===== config.mk =====
export PLATFORM = sky130hd
export DESIGN_NAME = tqv_periph_subsys
export DESIGN_NICKNAME = d
export VERILOG_FILES = /design/src/hw/tqv_periph_pkg.sv /design/src/hw/periph_bus_if.sv /design/src/hw/periph_select.sv /design/src/hw/periph_reg_slot.sv /design/src/hw/periph_readback.sv /design/src/hw/tqv_periph_subsys.sv
export SDC_FILE = /design/constraint.sdc
export NUM_CORES = 1
export LEC_CHECK = 0
export BUFFER_PORTS_ARGS = -buffer_cell sky130_fd_sc_hd__buf_4
export CAP_MARGIN = 20
export CELL_PAD_IN_SITES_DETAIL_PLACEMENT = 0
export CELL_PAD_IN_SITES_GLOBAL_PLACEMENT = 2
export CORE_MARGIN = 2
export CORE_UTILIZATION = 37
export DETAILED_ROUTE_END_ITERATION = 16
export GPL_TIMING_DRIVEN = 0
export PLACE_DENSITY = 0.85
export SYNTH_ARGS = -nofsm -noshare
export SYNTH_HDL_FRONTEND = slang
export SYNTH_HIERARCHICAL = 1
export SYNTH_SLANG_ARGS = --single-unit

===== constraint.sdc =====
create_clock -name clk -period 3.65 [get_ports clk]
set_clock_uncertainty 0.1 [all_clocks]
set_input_delay 1.095 -clock clk [delete_from_list [all_inputs] [get_ports clk]]
set_output_delay 1.095 -clock clk [all_outputs]
set_load 0.02 [all_outputs]

===== src/hw/tqv_periph_pkg.sv =====
/*
 * Shared constants, bus access codes and the address view for the peripheral subsystem.
 * ADDR_BITS must stay equal to SLOT_BITS + OFFSET_BITS or the address union will not line up.
 */
package tqv_periph_pkg;

    // Subsystem geometry
    localparam int NUM_PERIPH  = 4;                       // Slots behind the decoder
    localparam int SLOT_BITS   = 2;                       // Enough to index NUM_PERIPH slots
    localparam int OFFSET_BITS = 6;                       // Register space inside one slot
    localparam int ADDR_BITS   = SLOT_BITS + OFFSET_BITS; // Full byte address seen on the bus

    // Access size codes, shared by data_write_n and data_read_n
    localparam logic [1:0] ACC_BYTE = 2'b00;
    localparam logic [1:0] ACC_HALF = 2'b01;
    localparam logic [1:0] ACC_WORD = 2'b10;
    localparam logic [1:0] ACC_NONE = 2'b11; // Idle strobe, no access this cycle

    // Register offsets inside a slot
    localparam logic [OFFSET_BITS-1:0] OFF_DATA    = 6'h00; // Read/write data register
    localparam logic [OFFSET_BITS-1:0] OFF_INPUT   = 6'h04; // Input PMOD readback
    localparam logic [OFFSET_BITS-1:0] OFF_INT_CLR = 6'h08; // Write 1 to bit 0 to clear irq

    // The bus address is used both as a flat byte address and as slot plus offset
    typedef union packed {
        logic [ADDR_BITS-1:0] raw; // Byte address as driven by the core
        struct packed {
            logic [SLOT_BITS-1:0]   slot;   // Upper bits pick the slot
            logic [OFFSET_BITS-1:0] offset; // Lower bits pick the register
        } fields;
    } periph_addr_u;

endpackage


===== src/hw/periph_bus_if.sv =====
/*
 * Decoded access from the address decoder to the slots.
 * Plain strobes only, there is no handshake and no back-pressure.
 */
interface periph_bus_if import tqv_periph_pkg::*; ();

    logic [OFFSET_BITS-1:0] offset;  // Register offset inside the selected slot
    logic [31:0]            wdata;   // Write data, valid lanes depend on write_n
    logic [1:0]             write_n; // ACC_NONE when idle
    logic [1:0]             read_n;  // ACC_NONE when idle
    logic [NUM_PERIPH-1:0]  sel;     // One bit per slot, high only during an access

    // The decoder produces every field of the access
    modport decoder (
        output offset,
        output wdata,
        output write_n,
        output read_n,
        output sel
    );

    // Each slot only looks, and only at its own bit of sel
    modport slot (
        input offset,
        input wdata,
        input write_n,
        input read_n,
        input sel
    );

endinterface


===== src/hw/periph_select.sv =====
/*
 * Combinational address decoder, no registers and no clock.
 * sel is all zero whenever both strobes are idle, so slots never see a stale enable.
 */
module periph_select import tqv_periph_pkg::*; (
    input  periph_addr_u          address,      // Core address, read through the fields view
    input  logic [31:0]           data_in,      // Write data from the core
    input  logic [1:0]            data_write_n, // Write size or ACC_NONE
    input  logic [1:0]            data_read_n,  // Read size or ACC_NONE
    periph_bus_if.decoder         bus           // Decoded access toward the slots
);

    logic                  access;  // Any read or write this cycle
    logic [NUM_PERIPH-1:0] sel_vec; // One-hot slot enable

    // An access exists whenever either strobe leaves the idle code
    assign access = (data_write_n != ACC_NONE) || (data_read_n != ACC_NONE);

    // Slot field becomes a one-hot vector, gated by the access
    always_comb begin
        sel_vec = '0;
        if (access) begin
            sel_vec[address.fields.slot] = 1'b1; // Exactly one slot per access
        end
    end

    // Offset and write data go to every slot, only the enabled slot acts on them
    assign bus.offset  = address.fields.offset;
    assign bus.wdata   = data_in;
    assign bus.write_n = data_write_n;
    assign bus.read_n  = data_read_n;
    assign bus.sel     = sel_vec;

endmodule


===== src/hw/periph_reg_slot.sv =====
/*
 * One peripheral slot with a data register, input PMOD read and a rising edge interrupt.
 * The interrupt watches ui_in bit SLOT_INDEX through two flops, so it is set two edges late.
 */
module periph_reg_slot import tqv_periph_pkg::*; #(
    parameter int SLOT_INDEX = 0 // Which ui_in bit raises this slot's interrupt
) (
    input  logic        clk,
    input  logic        rst_n,
    input  logic [7:0]  ui_in,    // Input PMOD, shared by all slots
    periph_bus_if.slot  bus,      // Decoded access from the decoder
    output logic [31:0] rdata,    // Read value for the current offset
    output logic [7:0]  out_byte, // Register low byte, candidate for uo_out
    output logic        irq       // Level interrupt until cleared
);

    logic [31:0] data_reg; // The read/write register at OFF_DATA
    logic        wr_en;    // This slot is enabled for a write
    logic        ui_sync;  // First stage on the watched input bit
    logic        ui_prev;  // Previous value of ui_sync for edge detect
    logic        ui_rise;  // Rising edge seen on the watched bit
    logic        irq_clr;  // Clear request from the bus

    assign wr_en = bus.sel[SLOT_INDEX] && (bus.write_n != ACC_NONE);

    // Byte lanes follow the access size
    always_ff @(posedge clk) begin
        if (!rst_n) begin
            data_reg <= '0;
        end else if (wr_en && (bus.offset == OFF_DATA)) begin
            data_reg[7:0] <= bus.wdata[7:0]; // Low byte is written by every size
            if ((bus.write_n == ACC_HALF) || (bus.write_n == ACC_WORD)) begin
                data_reg[15:8] <= bus.wdata[15:8];
            end
            if (bus.write_n == ACC_WORD) begin
                data_reg[31:16] <= bus.wdata[31:16]; // Upper half only for word writes
            end
        end
    end

    // Read mux by offset, unknown offsets read zero
    always_comb begin
        case (bus.offset)
            OFF_DATA:  rdata = data_reg;
            OFF_INPUT: rdata = {24'h0, ui_in}; // Zero-extended input PMOD
            default:   rdata = '0;
        endcase
    end

    assign out_byte = data_reg[7:0];

    // Register the watched bit first, then compare with its own delayed copy
    always_ff @(posedge clk) begin
        if (!rst_n) begin
            ui_sync <= 1'b0;
            ui_prev <= 1'b0;
        end else begin
            ui_sync <= ui_in[SLOT_INDEX];
            ui_prev <= ui_sync;
        end
    end

    assign ui_rise = ui_sync && !ui_prev;
    assign irq_clr = wr_en && (bus.offset == OFF_INT_CLR) && bus.wdata[0];

    // A new edge beats a clear in the same cycle
    always_ff @(posedge clk) begin
        if (!rst_n) begin
            irq <= 1'b0;
        end else if (ui_rise) begin
            irq <= 1'b1;
        end else if (irq_clr) begin
            irq <= 1'b0;
        end
    end

    // An enabled slot always sees exactly one live strobe from the decoder
    sel_one_strobe_a: assert property (@(posedge clk) disable iff (!rst_n)
        bus.sel[SLOT_INDEX] |-> ((bus.write_n != ACC_NONE) != (bus.read_n != ACC_NONE)))
        else $error("slot %0d: enabled with write_n %b read_n %b",
                    SLOT_INDEX, bus.write_n, bus.read_n);

endmodule


===== src/hw/periph_readback.sv =====
/*
 * Registered read path, output PMOD routing and interrupt packing.
 * data_out holds between reads, and every read gives exactly one data_ready pulse.
 */
module periph_readback import tqv_periph_pkg::*; (
    input  logic                  clk,
    input  logic                  rst_n,
    input  periph_addr_u          address,                  // Core address, same cycle as strobes
    input  logic [1:0]            data_read_n,              // Read size or ACC_NONE
    input  logic [1:0]            data_write_n,             // Write size or ACC_NONE
    input  logic [31:0]           rdata    [NUM_PERIPH],    // Read value of each slot
    input  logic [7:0]            out_byte [NUM_PERIPH],    // Low byte of each slot register
    input  logic                  irq      [NUM_PERIPH],    // Interrupt of each slot
    output logic [31:0]           data_out,                 // Read data, valid with data_ready
    output logic                  data_ready,               // One-cycle pulse after a read
    output logic [7:0]            uo_out,                   // Output PMOD
    output logic [NUM_PERIPH-1:0] user_interrupt            // Interrupt vector to the core
);

    logic                 rd_req;    // A read is on the bus this cycle
    logic                 data_wr;   // A write to OFF_DATA of some slot
    logic [SLOT_BITS-1:0] out_slot;  // Slot whose byte drives uo_out

    assign rd_req  = (data_read_n != ACC_NONE);
    assign data_wr = (data_write_n != ACC_NONE) && (address.fields.offset == OFF_DATA);

    // Capture the addressed slot's value at the edge that ends the read cycle
    always_ff @(posedge clk) begin
        if (!rst_n) begin
            data_out   <= '0;
            data_ready <= 1'b0;
        end else begin
            data_ready <= rd_req; // Back-to-back reads give back-to-back pulses
            if (rd_req) begin
                data_out <= rdata[address.fields.slot];
            end
        end
    end

    // Remember the last written slot, slot 0 out of reset
    always_ff @(posedge clk) begin
        if (!rst_n) begin
            out_slot <= '0;
        end else if (data_wr) begin
            out_slot <= address.fields.slot;
        end
    end

    // The slot register and out_slot change on the same edge, so uo_out follows at once
    assign uo_out = out_byte[out_slot];

    // Per-slot interrupts into one vector, bit N from slot N
    always_comb begin
        for (int i = 0; i < NUM_PERIPH; i++) begin
            user_interrupt[i] = irq[i];
        end
    end

endmodule


===== src/hw/tqv_periph_subsys.sv =====
/*
 * Four peripheral slots behind one decoder, with a shared readback block.
 * Accesses take one cycle to read back and writes land on the first edge.
 */
module tqv_periph_subsys import tqv_periph_pkg::*; (
    input  logic                  clk,
    input  logic                  rst_n,
    input  logic [7:0]            ui_in,          // Input PMOD
    output logic [7:0]            uo_out,         // Output PMOD
    input  logic [ADDR_BITS-1:0]  address,        // Byte address from the core
    input  logic [31:0]           data_in,        // Write data
    input  logic [1:0]            data_write_n,   // Write size or ACC_NONE
    input  logic [1:0]            data_read_n,    // Read size or ACC_NONE
    output logic [31:0]           data_out,       // Read data
    output logic                  data_ready,     // Read completion pulse
    output logic [NUM_PERIPH-1:0] user_interrupt  // One interrupt per slot
);

    periph_addr_u addr_u;                     // Same address, split into slot and offset
    logic [31:0]  slot_rdata    [NUM_PERIPH]; // Read value from each slot
    logic [7:0]   slot_out_byte [NUM_PERIPH]; // Register low byte from each slot
    logic         slot_irq      [NUM_PERIPH]; // Interrupt from each slot

    periph_bus_if bus ();

    assign addr_u.raw = address;

    periph_select u_select (
        .address      (addr_u),
        .data_in      (data_in),
        .data_write_n (data_write_n),
        .data_read_n  (data_read_n),
        .bus          (bus.decoder)
    );

    // Slot i watches ui_in bit i for its interrupt
    for (genvar i = 0; i < NUM_PERIPH; i++) begin : g_slot
        periph_reg_slot #(
            .SLOT_INDEX (i)
        ) u_slot (
            .clk      (clk),
            .rst_n    (rst_n),
            .ui_in    (ui_in),
            .bus      (bus.slot),
            .rdata    (slot_rdata[i]),
            .out_byte (slot_out_byte[i]),
            .irq      (slot_irq[i])
        );
    end

    periph_readback u_readback (
        .clk            (clk),
        .rst_n          (rst_n),
        .address        (addr_u),
        .data_read_n    (data_read_n),
        .data_write_n   (data_write_n),
        .rdata          (slot_rdata),
        .out_byte       (slot_out_byte),
        .irq            (slot_irq),
        .data_out       (data_out),
        .data_ready     (data_ready),
        .uo_out         (uo_out),
        .user_interrupt (user_interrupt)
    );

endmodule


==> qor.csv, run 1 <==
stage,metric,value,unit
run_status,status,finished clean,
clocking,Inserted Clock Buffers,17,
power,switch share,27.0,%
min_path,Hold Crit Class,flip-flop to flip-flop,
drt,final wirelength,32600,um
grt,gr usage total,23.2,%
yosys,Post-Syn Instances,1134,
drt,vias per cell,5.25,
finish,Largest register FFs,128,
critical_path,Setup crit start kind,primary input,
power,Lkg Pwr,4.41,nW
finish,NumNets Final,1283,
clocking,Worst-Skew Late Latency,0.43,ns
floorplan,FP Rows,60,
critical_path,"Arr. time, crit path",3.84,ns
yosys,Ys Warns,6,
power,Clock power frac,42.5,%
drt,met1 wire length,15100,um
drt,drt pass-1 iters,6,
timing,Worst-Margin Slew,0.937,ns
floorplan,core footprint,26700,um2
grt,vias in the first global route,8080,
place,"worst slack, placed",-0.320,ns
place,port bufs,66,
critical_path,CP Capture Type,flip-flop,
power,combinational share of power,10.3,%
power,register share of total power,47.2,%
flow_run,Max-cap violations,0,
finish,P&R area growth vs syn,14.9,%
critical_path,Worst Path Required,3.90,ns
timing,setup ws final,0.0640,ns
critical_path,CP Max Fanout,10,
clocking,clk slew on worst S/H paths,0.07,ns
clocking,H-Tree Depth,4,
drt,max layer used,met4,
clocking,post-CTS sizing,0,
finish,layout cells sized above 1,23.2,%
clocking,CTS tree,built,
timing,Highest Clock Rate,279,MHz
drt,met2 WL post-DR,15100,um
floorplan,Die ar.,28300,um2
power,VDD IR max,234,uV
clocking,clock root cell,clkbuf_16,
grt,first-pass GRT wire length,49300,um
finish,# fillers,2713,
finish,Antenna diodes,0,
drt,drt wl/cell,20.7,um
finish,Final Cell Area,11400,um2
drt,Vias,8270,
timing,Final Max Slew Viols,0,
power,Power per Cell Area,356,nW/um2
place,routability cong.,0.826,
timing,Final setup viols,0,
grt,largest net degree at the start of global routing,17,
timing,Final min period,3.59,ns
clocking,postcts setup bufs,0,
critical_path,WS Path Type,primary input to flip-flop,
yosys,Post-Syn Area,9970,um2
drt,WL met3,1420,um
power,Pint,2.98,mW
drt,1st-iter DRT viols,552,
timing,fin crit share,98.2,%
timing,Max-slew headroom,37.1,%
floorplan,Initial Utilization,37.3,%
place,Inst Count DP,1543,
place,post-DP HPWL,23000,um
power,Net Switching,1.10,mW
drt,DRC violations left,0,
timing,RSZ-0062 raised after global routing,no,
floorplan,DIE WIDTH,168,um
yosys,Post-Syn Nets,1196,
clocking,Clock Tree Buf Depth,2,
floorplan,Die Y,168,um
timing,Final Hold Viols,0,
finish,fin cells,1575,
grt,initial antenna violation count,0,
clocking,hold_buf cts,0,
yosys,synthesized area per cell,8.79,um2
clocking,clk sinks,175,
grt,Congestion Overflow GR,0,
place,post-place instance area,10900,um2
drt,Antenna Violating Nets Remaining,0,
floorplan,Ports,99,
[layer usage]
| metal | GRT usage [%] | vias to the layer above |
|---|---|---|
| li1 | - | 4015 |
| met1 | 31.4 | 3966 |
| met2 | 38.2 | 241 |
| met3 | 3.55 | 48 |
| met4 | 7.16 | 0 |
| met5 | 0 | - |
[power groups by stage]
stage / clock, mW / sequential (mW) / combinational (mW)
global route: 1.84 / 1.92 / 0.447
finish: 1.73 / 1.92 / 0.421
global placement: 0 / 1.97 / 0.416
CTS: 1.76 / 1.92 / 0.419
detailed placement: 0 / 1.97 / 0.419
floorplan: 0 / 1.97 / 0.261
[stage by stage]
step | hold slack [ns] | TNS (ns) | total power, mW | utilization (%)
final | 0.351 | 0 | 4.08 | 42.8
after global routing | 0.365 | 0 | 4.21 | 42.8
after CTS | 0.353 | 0 | 4.10 | 42.8
after detailed placement | 0.342 | -5.80 | 2.39 | 40.8
after global placement | 0.337 | -13.99 | 2.38 | 40.7
after floorplan | 0.329 | 0 | 2.23 | -
[placed cells by master (no fill, tap or decap), types with 5 or more instances in the layout]
cell and count:
mux2_2 32, nor3_1 5, mux2i_1 162, buf_4 161, mux4_2 8, clkinv_4 5
o31ai_1 32, and2_1 104, nand2_1 232, o211ai_1 31, clkbuf_16 17, buf_6 8
nor2_1 33, a21oi_1 32, nand3_1 31, ha_1 8, or4_4 5, inv_1 12
clkbuf_1 31, nand4_1 36, dfxtp_1 175, buf_2 27
[final cells by class]
| class | instances | area [um2] | share of cell area (%) |
|---|---|---|---|
| Buffer | 159 | 1040 | 9.08 |
| Inverter | 16 | 60.1 | 0.525 |
| Timing Repair Buffer | 68 | 510 | 4.46 |
| Tap cell | 341 | 427 | 3.73 |
| Clock inverter | 11 | 83.8 | 0.732 |
| Multi-Input combinational cell | 784 | 5360 | 46.9 |
| Sequential cell | 175 | 3500 | 30.6 |
| Clock buffer | 21 | 460 | 4.02 |
[worst max-delay path, cell delays in order]
cell,delay [ns]
buf_4,0.12
buf_4,0.15
or4_4,0.53
buf_6,0.16
nor3_1,0.69
clkbuf_1,0.50
and2_1,0.20
mux2_2,0.15
nand3_1,0.09
o211ai_1,0.13
[path summary, 6_finish.rpt]
kind,end,from,slack [ns],cells past startpoint
setup / recovery,u_readback/data_out[10],address[1],0.06,10
hold / removal,g_slot[0].u_slot/data_reg[19],g_slot[0].u_slot/data_reg[19],0.35,2
hold reg to reg,g_slot[0].u_slot/data_reg[19],g_slot[0].u_slot/data_reg[19],0.35,2
setup reg to reg,u_readback/data_out[1],g_slot[3].u_slot/data_reg[1],2.38,5
Power figures use the tool's default switching activity.
==> inputs of run 2 (changes only) <==
Settings changed: SETUP_SLACK_MARGIN from default to 0.15.
==> qor.csv, run 2 (synthesis gave the netlist of run 1 again) <==
stage,metric,value,unit,change
grt,initial antenna violation count,0,,unchanged
critical_path,CP Capture Type,flip-flop,,
clocking,clk sinks,175,,unchanged
power,Lkg Pwr,4.42,nW,+0.14%
place,post-DP HPWL,23000,um,unchanged
drt,Vias,8267,,-0.036%
clocking,CTS tree,built,,
clocking,Inserted Clock Buffers,17,,unchanged
power,overall power,4.07,mW,-0.10%
timing,Final setup viols,0,,unchanged
finish,layout cells sized above 1,23.4,%,+0.24 points
clocking,clock root cell,clkbuf_16,,
timing,Setup TNS Final,0,ns,unchanged
drt,drt pass-1 iters,6,,unchanged
clocking,Clock Tree Buf Depth,2,,unchanged
power,VDD IR max,234,uV,+0.19%
floorplan,Die ar.,28300,um2,unchanged
run_status,status,finished clean,,
floorplan,DIE WIDTH,168,um,unchanged
timing,RSZ-0062 raised after global routing,no,,
grt,largest net degree at the start of global routing,17,,unchanged
finish,Antenna diodes,0,,unchanged
timing,Highest Clock Rate,295,MHz,+5.9%
power,Clock power frac,42.4,%,about the same
critical_path,crit path cell chain,buf_4 > buf_4 > or4_4 > buf_6 > nor3_1 > clkbuf_1 > and2_1 > mux2i_1 > o211ai_1,,
min_path,Hold Crit Class,flip-flop to flip-flop,,
power,Power per Cell Area,355,nW/um2,-0.20%
critical_path,"Max stage delay cell, worst path",or4_4,,
critical_path,CP Max Fanout,10,,unchanged
floorplan,Initial Utilization,37.3,%,unchanged
clocking,clk slew on worst S/H paths,0.06,ns,about the same
floorplan,FP Rows,60,,unchanged
grt,gr usage total,23.2,%,unchanged
critical_path,"Top cell by count, worst path",buf_4,,
drt,drt wl/cell,20.7,um,about the same
grt,Congestion Overflow GR,0,,unchanged
power,Net Switching,1.10,mW,-0.38%
floorplan,core footprint,26700,um2,unchanged
grt,first-pass GRT wire length,49300,um,unchanged
timing,Final Hold Viols,0,,unchanged
critical_path,slowest cell delay on critical path,0.54,ns,-0.15 ns
finish,P&R area growth vs syn,15.0,%,about the same
timing,Final min period,3.39,ns,-0.200 ns
drt,DRC violations left,0,,unchanged
timing,fin crit share,92.8,%,-5.5 points
flow_run,Max-cap violations,0,,unchanged
power,combinational share of power,10.4,%,about the same
place,port bufs,66,,unchanged
critical_path,"Arr. time, crit path",3.63,ns,-0.21 ns
power,register share of total power,47.3,%,about the same
drt,vias per cell,5.25,,about the same
finish,Largest register FFs,128,,unchanged
place,post-place instance area,10900,um2,unchanged
finish,NumNets Final,1283,,unchanged
drt,1st-iter DRT viols,562,,+1.8%
finish,"most common cell after layout, fill and taps aside",nand2_1,,
place,routability cong.,0.826,,unchanged
drt,final wirelength,32600,um,about the same
timing,Final Max Slew Viols,0,,unchanged
critical_path,Setup crit start kind,primary input,,
clocking,Worst-Skew Late Latency,0.43,ns,about the same
power,switch share,26.9,%,-0.075 points
grt,vias in the first global route,8080,,unchanged
floorplan,Ports,99,,unchanged
critical_path,Worst Path Required,3.89,ns,about the same
drt,Antenna Violating Nets Remaining,0,,unchanged
timing,Worst-Margin Slew,0.933,ns,-0.00349 ns
finish,most frequent cells in the layout,"nand2_1, dfxtp_1, mux2i_1",,
power,Pint,2.98,mW,unchanged
critical_path,WS Path Type,primary input to flip-flop,,
floorplan,Die Y,168,um,unchanged
finish,Final Cell Area,11500,um2,about the same
clocking,hold_buf cts,0,,unchanged
timing,Max-slew headroom,37.3,%,+0.23 points
clocking,H-Tree Depth,4,,unchanged
## run 2: final timing paths
path                                 startpoint  depth (start not counted)  slack, ns                            end
setup / recovery                     address[1]                          9       0.26        u_readback/data_out[11]
hold / removal    g_slot[0].u_slot/data_reg[11]                          2       0.35  g_slot[0].u_slot/data_reg[11]
setup reg to reg   g_slot[3].u_slot/data_reg[0]                          5       2.39         u_readback/data_out[0]
hold reg to reg   g_slot[0].u_slot/data_reg[11]                          2       0.35  g_slot[0].u_slot/data_reg[11]
## run 2: cell type report
cell class	count	area [um2]
buffer	159	1040
clock buffer	21	460
clock inverter	11	83.8
fill	2711	15300
inverter	16	60.1
multi-input combinational	784	5370
sequential	175	3500
tap	341	427
timing repair buffer	68	510
## run 2: stage by stage
step	instances	hold slack [ns]	worst slack, ns	util [%]
floorplan	1134	0.329	0.633	-
global placement	1541	0.337	-0.703	40.7
detailed placement	1543	0.342	-0.320	40.8
CTS	1575	0.353	0.171	42.9
global route	1575	0.365	0.206	42.9
finish	1575	0.354	0.264	42.9
## run 2: what timing repair did
item                       4_1_cts  5_1_grt
buffers inserted                 0        0
setup endpoints to repair       16       19
gates resized for setup          1        3
## run 2: metal layers
metal,global-route usage [%],part of all wire [%],up-vias
met5,0,0,-
met4,7.16,2.5,0
met3,3.55,4.0,43
met2,38.2,47,247
met1,31.4,47,3961
li1,-,-,4016
## run 2: power groups by stage
stage	combinational [mW]	sequential [mW]	clock, mW
4_1_cts	0.420	1.92	1.76
3_3_place_gp	0.416	1.97	0
2_1_floorplan	0.261	1.97	0
3_5_place_dp	0.419	1.97	0
5_1_grt	0.448	1.92	1.84
6_report	0.421	1.92	1.73
## run 2: worst max-delay path: cells and delay by family
family          cells  cell delay [ns]
compound gates      1             0.18
buf+inv             4             0.97
mux                 1             0.09
simple gates        3             1.29
==> inputs of run 3 (changes only) <==
Settings changed: SETUP_SLACK_MARGIN 0.15 to 0.5.
==> qor.csv, run 3 (synthesis gave the netlist of run 1 again) <==
stage,metric,value,unit,change
drt,final wirelength,32500,um,-0.29%
critical_path,WS Path Type,primary input to flip-flop,,
grt,gr usage total,23.2,%,-0.025 points
run_status,status,finished clean,,
clocking,clk slew on worst S/H paths,0.07,ns,about the same
timing,Final Max Slew Viols,0,,unchanged
floorplan,Die Y,168,um,unchanged
clocking,hold_buf cts,0,,unchanged
floorplan,Ports,99,,unchanged
critical_path,Setup crit start kind,primary input,,
finish,most frequent cells in the layout,"nand2_1, dfxtp_1, buf_4, mux2i_1, and2_1",,
finish,"most common cell after layout, fill and taps aside",nand2_1,,
grt,vias in the first global route,8076,,-0.050%
grt,first-pass GRT wire length,49300,um,about the same
timing,Final setup viols,0,,unchanged
floorplan,Die ar.,28300,um2,unchanged
drt,drt wl/cell,20.6,um,-0.35%
timing,RSZ-0062 raised after global routing,yes,,
min_path,Hold Startpoint,g_slot[0].u_slot/data_reg[30],,
clocking,Clock Tree Buf Depth,2,,unchanged
place,routability cong.,0.826,,unchanged
clocking,clk sinks,175,,unchanged
critical_path,Worst Path Required,3.90,ns,about the same
clocking,Worst-Skew Late Latency,0.44,ns,about the same
clocking,clock root cell,clkbuf_16,,
min_path,Hold Crit Class,flip-flop to flip-flop,,
finish,layout cells sized above 1,24.2,%,+0.79 points
drt,vias per cell,5.24,,-0.11%
drt,Antenna Violating Nets Remaining,0,,unchanged
clocking,Inserted Clock Buffers,17,,unchanged
power,VDD IR max,231,uV,-1.4%
clocking,H-Tree Depth,4,,unchanged
critical_path,crit path launch,address[1],,
drt,drt pass-1 iters,5,,-1
timing,Setup TNS Final,0,ns,unchanged
drt,DRC violations left,0,,unchanged
clocking,CTS tree,built,,
critical_path,reg2reg start,g_slot[3].u_slot/data_reg[1],,
grt,initial antenna violation count,0,,unchanged
place,post-DP HPWL,23000,um,unchanged
finish,NumNets Final,1284,,+0.078%
finish,Antenna diodes,0,,unchanged
critical_path,"Arr. time, crit path",3.38,ns,-0.25 ns
finish,fin cells,1576,,+0.063%
floorplan,FP Rows,60,,unchanged
power,Power per Cell Area,354,nW/um2,-0.38%
timing,hold_ws,0.353,ns,-0.000710 ns
place,port bufs,66,,unchanged
timing,Worst-Margin Slew,0.945,ns,+0.0121 ns
drt,Vias,8263,,-0.048%
timing,Final min period,3.13,ns,-0.258 ns
grt,largest net degree at the start of global routing,17,,unchanged
timing,fin crit share,85.7,%,-7.1 points
timing,Highest Clock Rate,320,MHz,+8.2%
timing,Max-slew headroom,36.5,%,-0.82 points
finish,Largest register FFs,128,,unchanged
power,overall power,4.07,mW,about the same
grt,Congestion Overflow GR,0,,unchanged
floorplan,DIE WIDTH,168,um,unchanged
flow_run,Max-cap violations,0,,unchanged
drt,1st-iter DRT viols,562,,unchanged
power,Lkg Pwr,4.46,nW,+0.84%
place,Inst Count DP,1543,,unchanged
critical_path,CP Capture Type,flip-flop,,
timing,Final Hold Viols,0,,unchanged
floorplan,core footprint,26700,um2,unchanged
critical_path,CP Max Fanout,10,,unchanged
finish,P&R area growth vs syn,15.4,%,
floorplan,Initial Utilization,37.3,%,unchanged
-- run 3: path summary, 6_finish.rpt --
kind / to / slack, ns / depth (start not counted)
worst min-delay path: g_slot[0].u_slot/data_reg[30] / 0.35 / 2
worst max register to register: u_readback/data_out[1] / 2.39 / 5
worst min register to register: g_slot[0].u_slot/data_reg[30] / 0.35 / 2
worst max-delay path: u_readback/data_out[15] / 0.52 / 10
-- run 3: through the flow --
step	util, %	setup WS [ns]	instance area [um2]
floorplan	-	0.633	9970
global placement	40.7	-0.703	10900
detailed placement	40.8	-0.320	10900
CTS	43.0	0.552	11500
global route	43.0	0.483	11500
finish	43.0	0.522	11500
-- run 3: repair_timing --
action / CTS / global route
setup endpoints to repair: 22 / 22
resized for setup: 13 / 2
buffers inserted: 0 / 1
-- run 3: routing by layer --
metal	routed length [um]	part of all wire [%]	global-route usage [%]	vias to the layer above
met5	0	0	0	-
met3	1390	4.3	3.55	49
li1	-	-	-	4013
met2	15200	47	38.4	252
met4	838	2.6	6.82	0
met1	15100	46	31.4	3949
-- run 3: layout make-up --
class	instances	area, um2
Sequential cell	175	3500
Multi-Input combinational cell	784	5400
Fill cell	2708	15200
Buffer	159	1050
Tap cell	341	427
Inverter	16	60.1
Clock buffer	21	460
Timing Repair Buffer	69	518
Clock inverter	11	83.8
-- run 3: worst max-delay path: stages --
cell and delay [ns]:
buf_4 0.12, buf_4 0.15, or4_4 0.53, buf_6 0.17, nor3_2 0.41, clkbuf_2 0.37, and2_1 0.17, mux2_2 0.14
nand3_1 0.09, o211ai_1 0.13
-- run 3: power by group --
part | internal [mW] | switching [mW]
sequential | 1.92 | 0.00582
clock | 0.914 | 0.809
combinational | 0.145 | 0.279
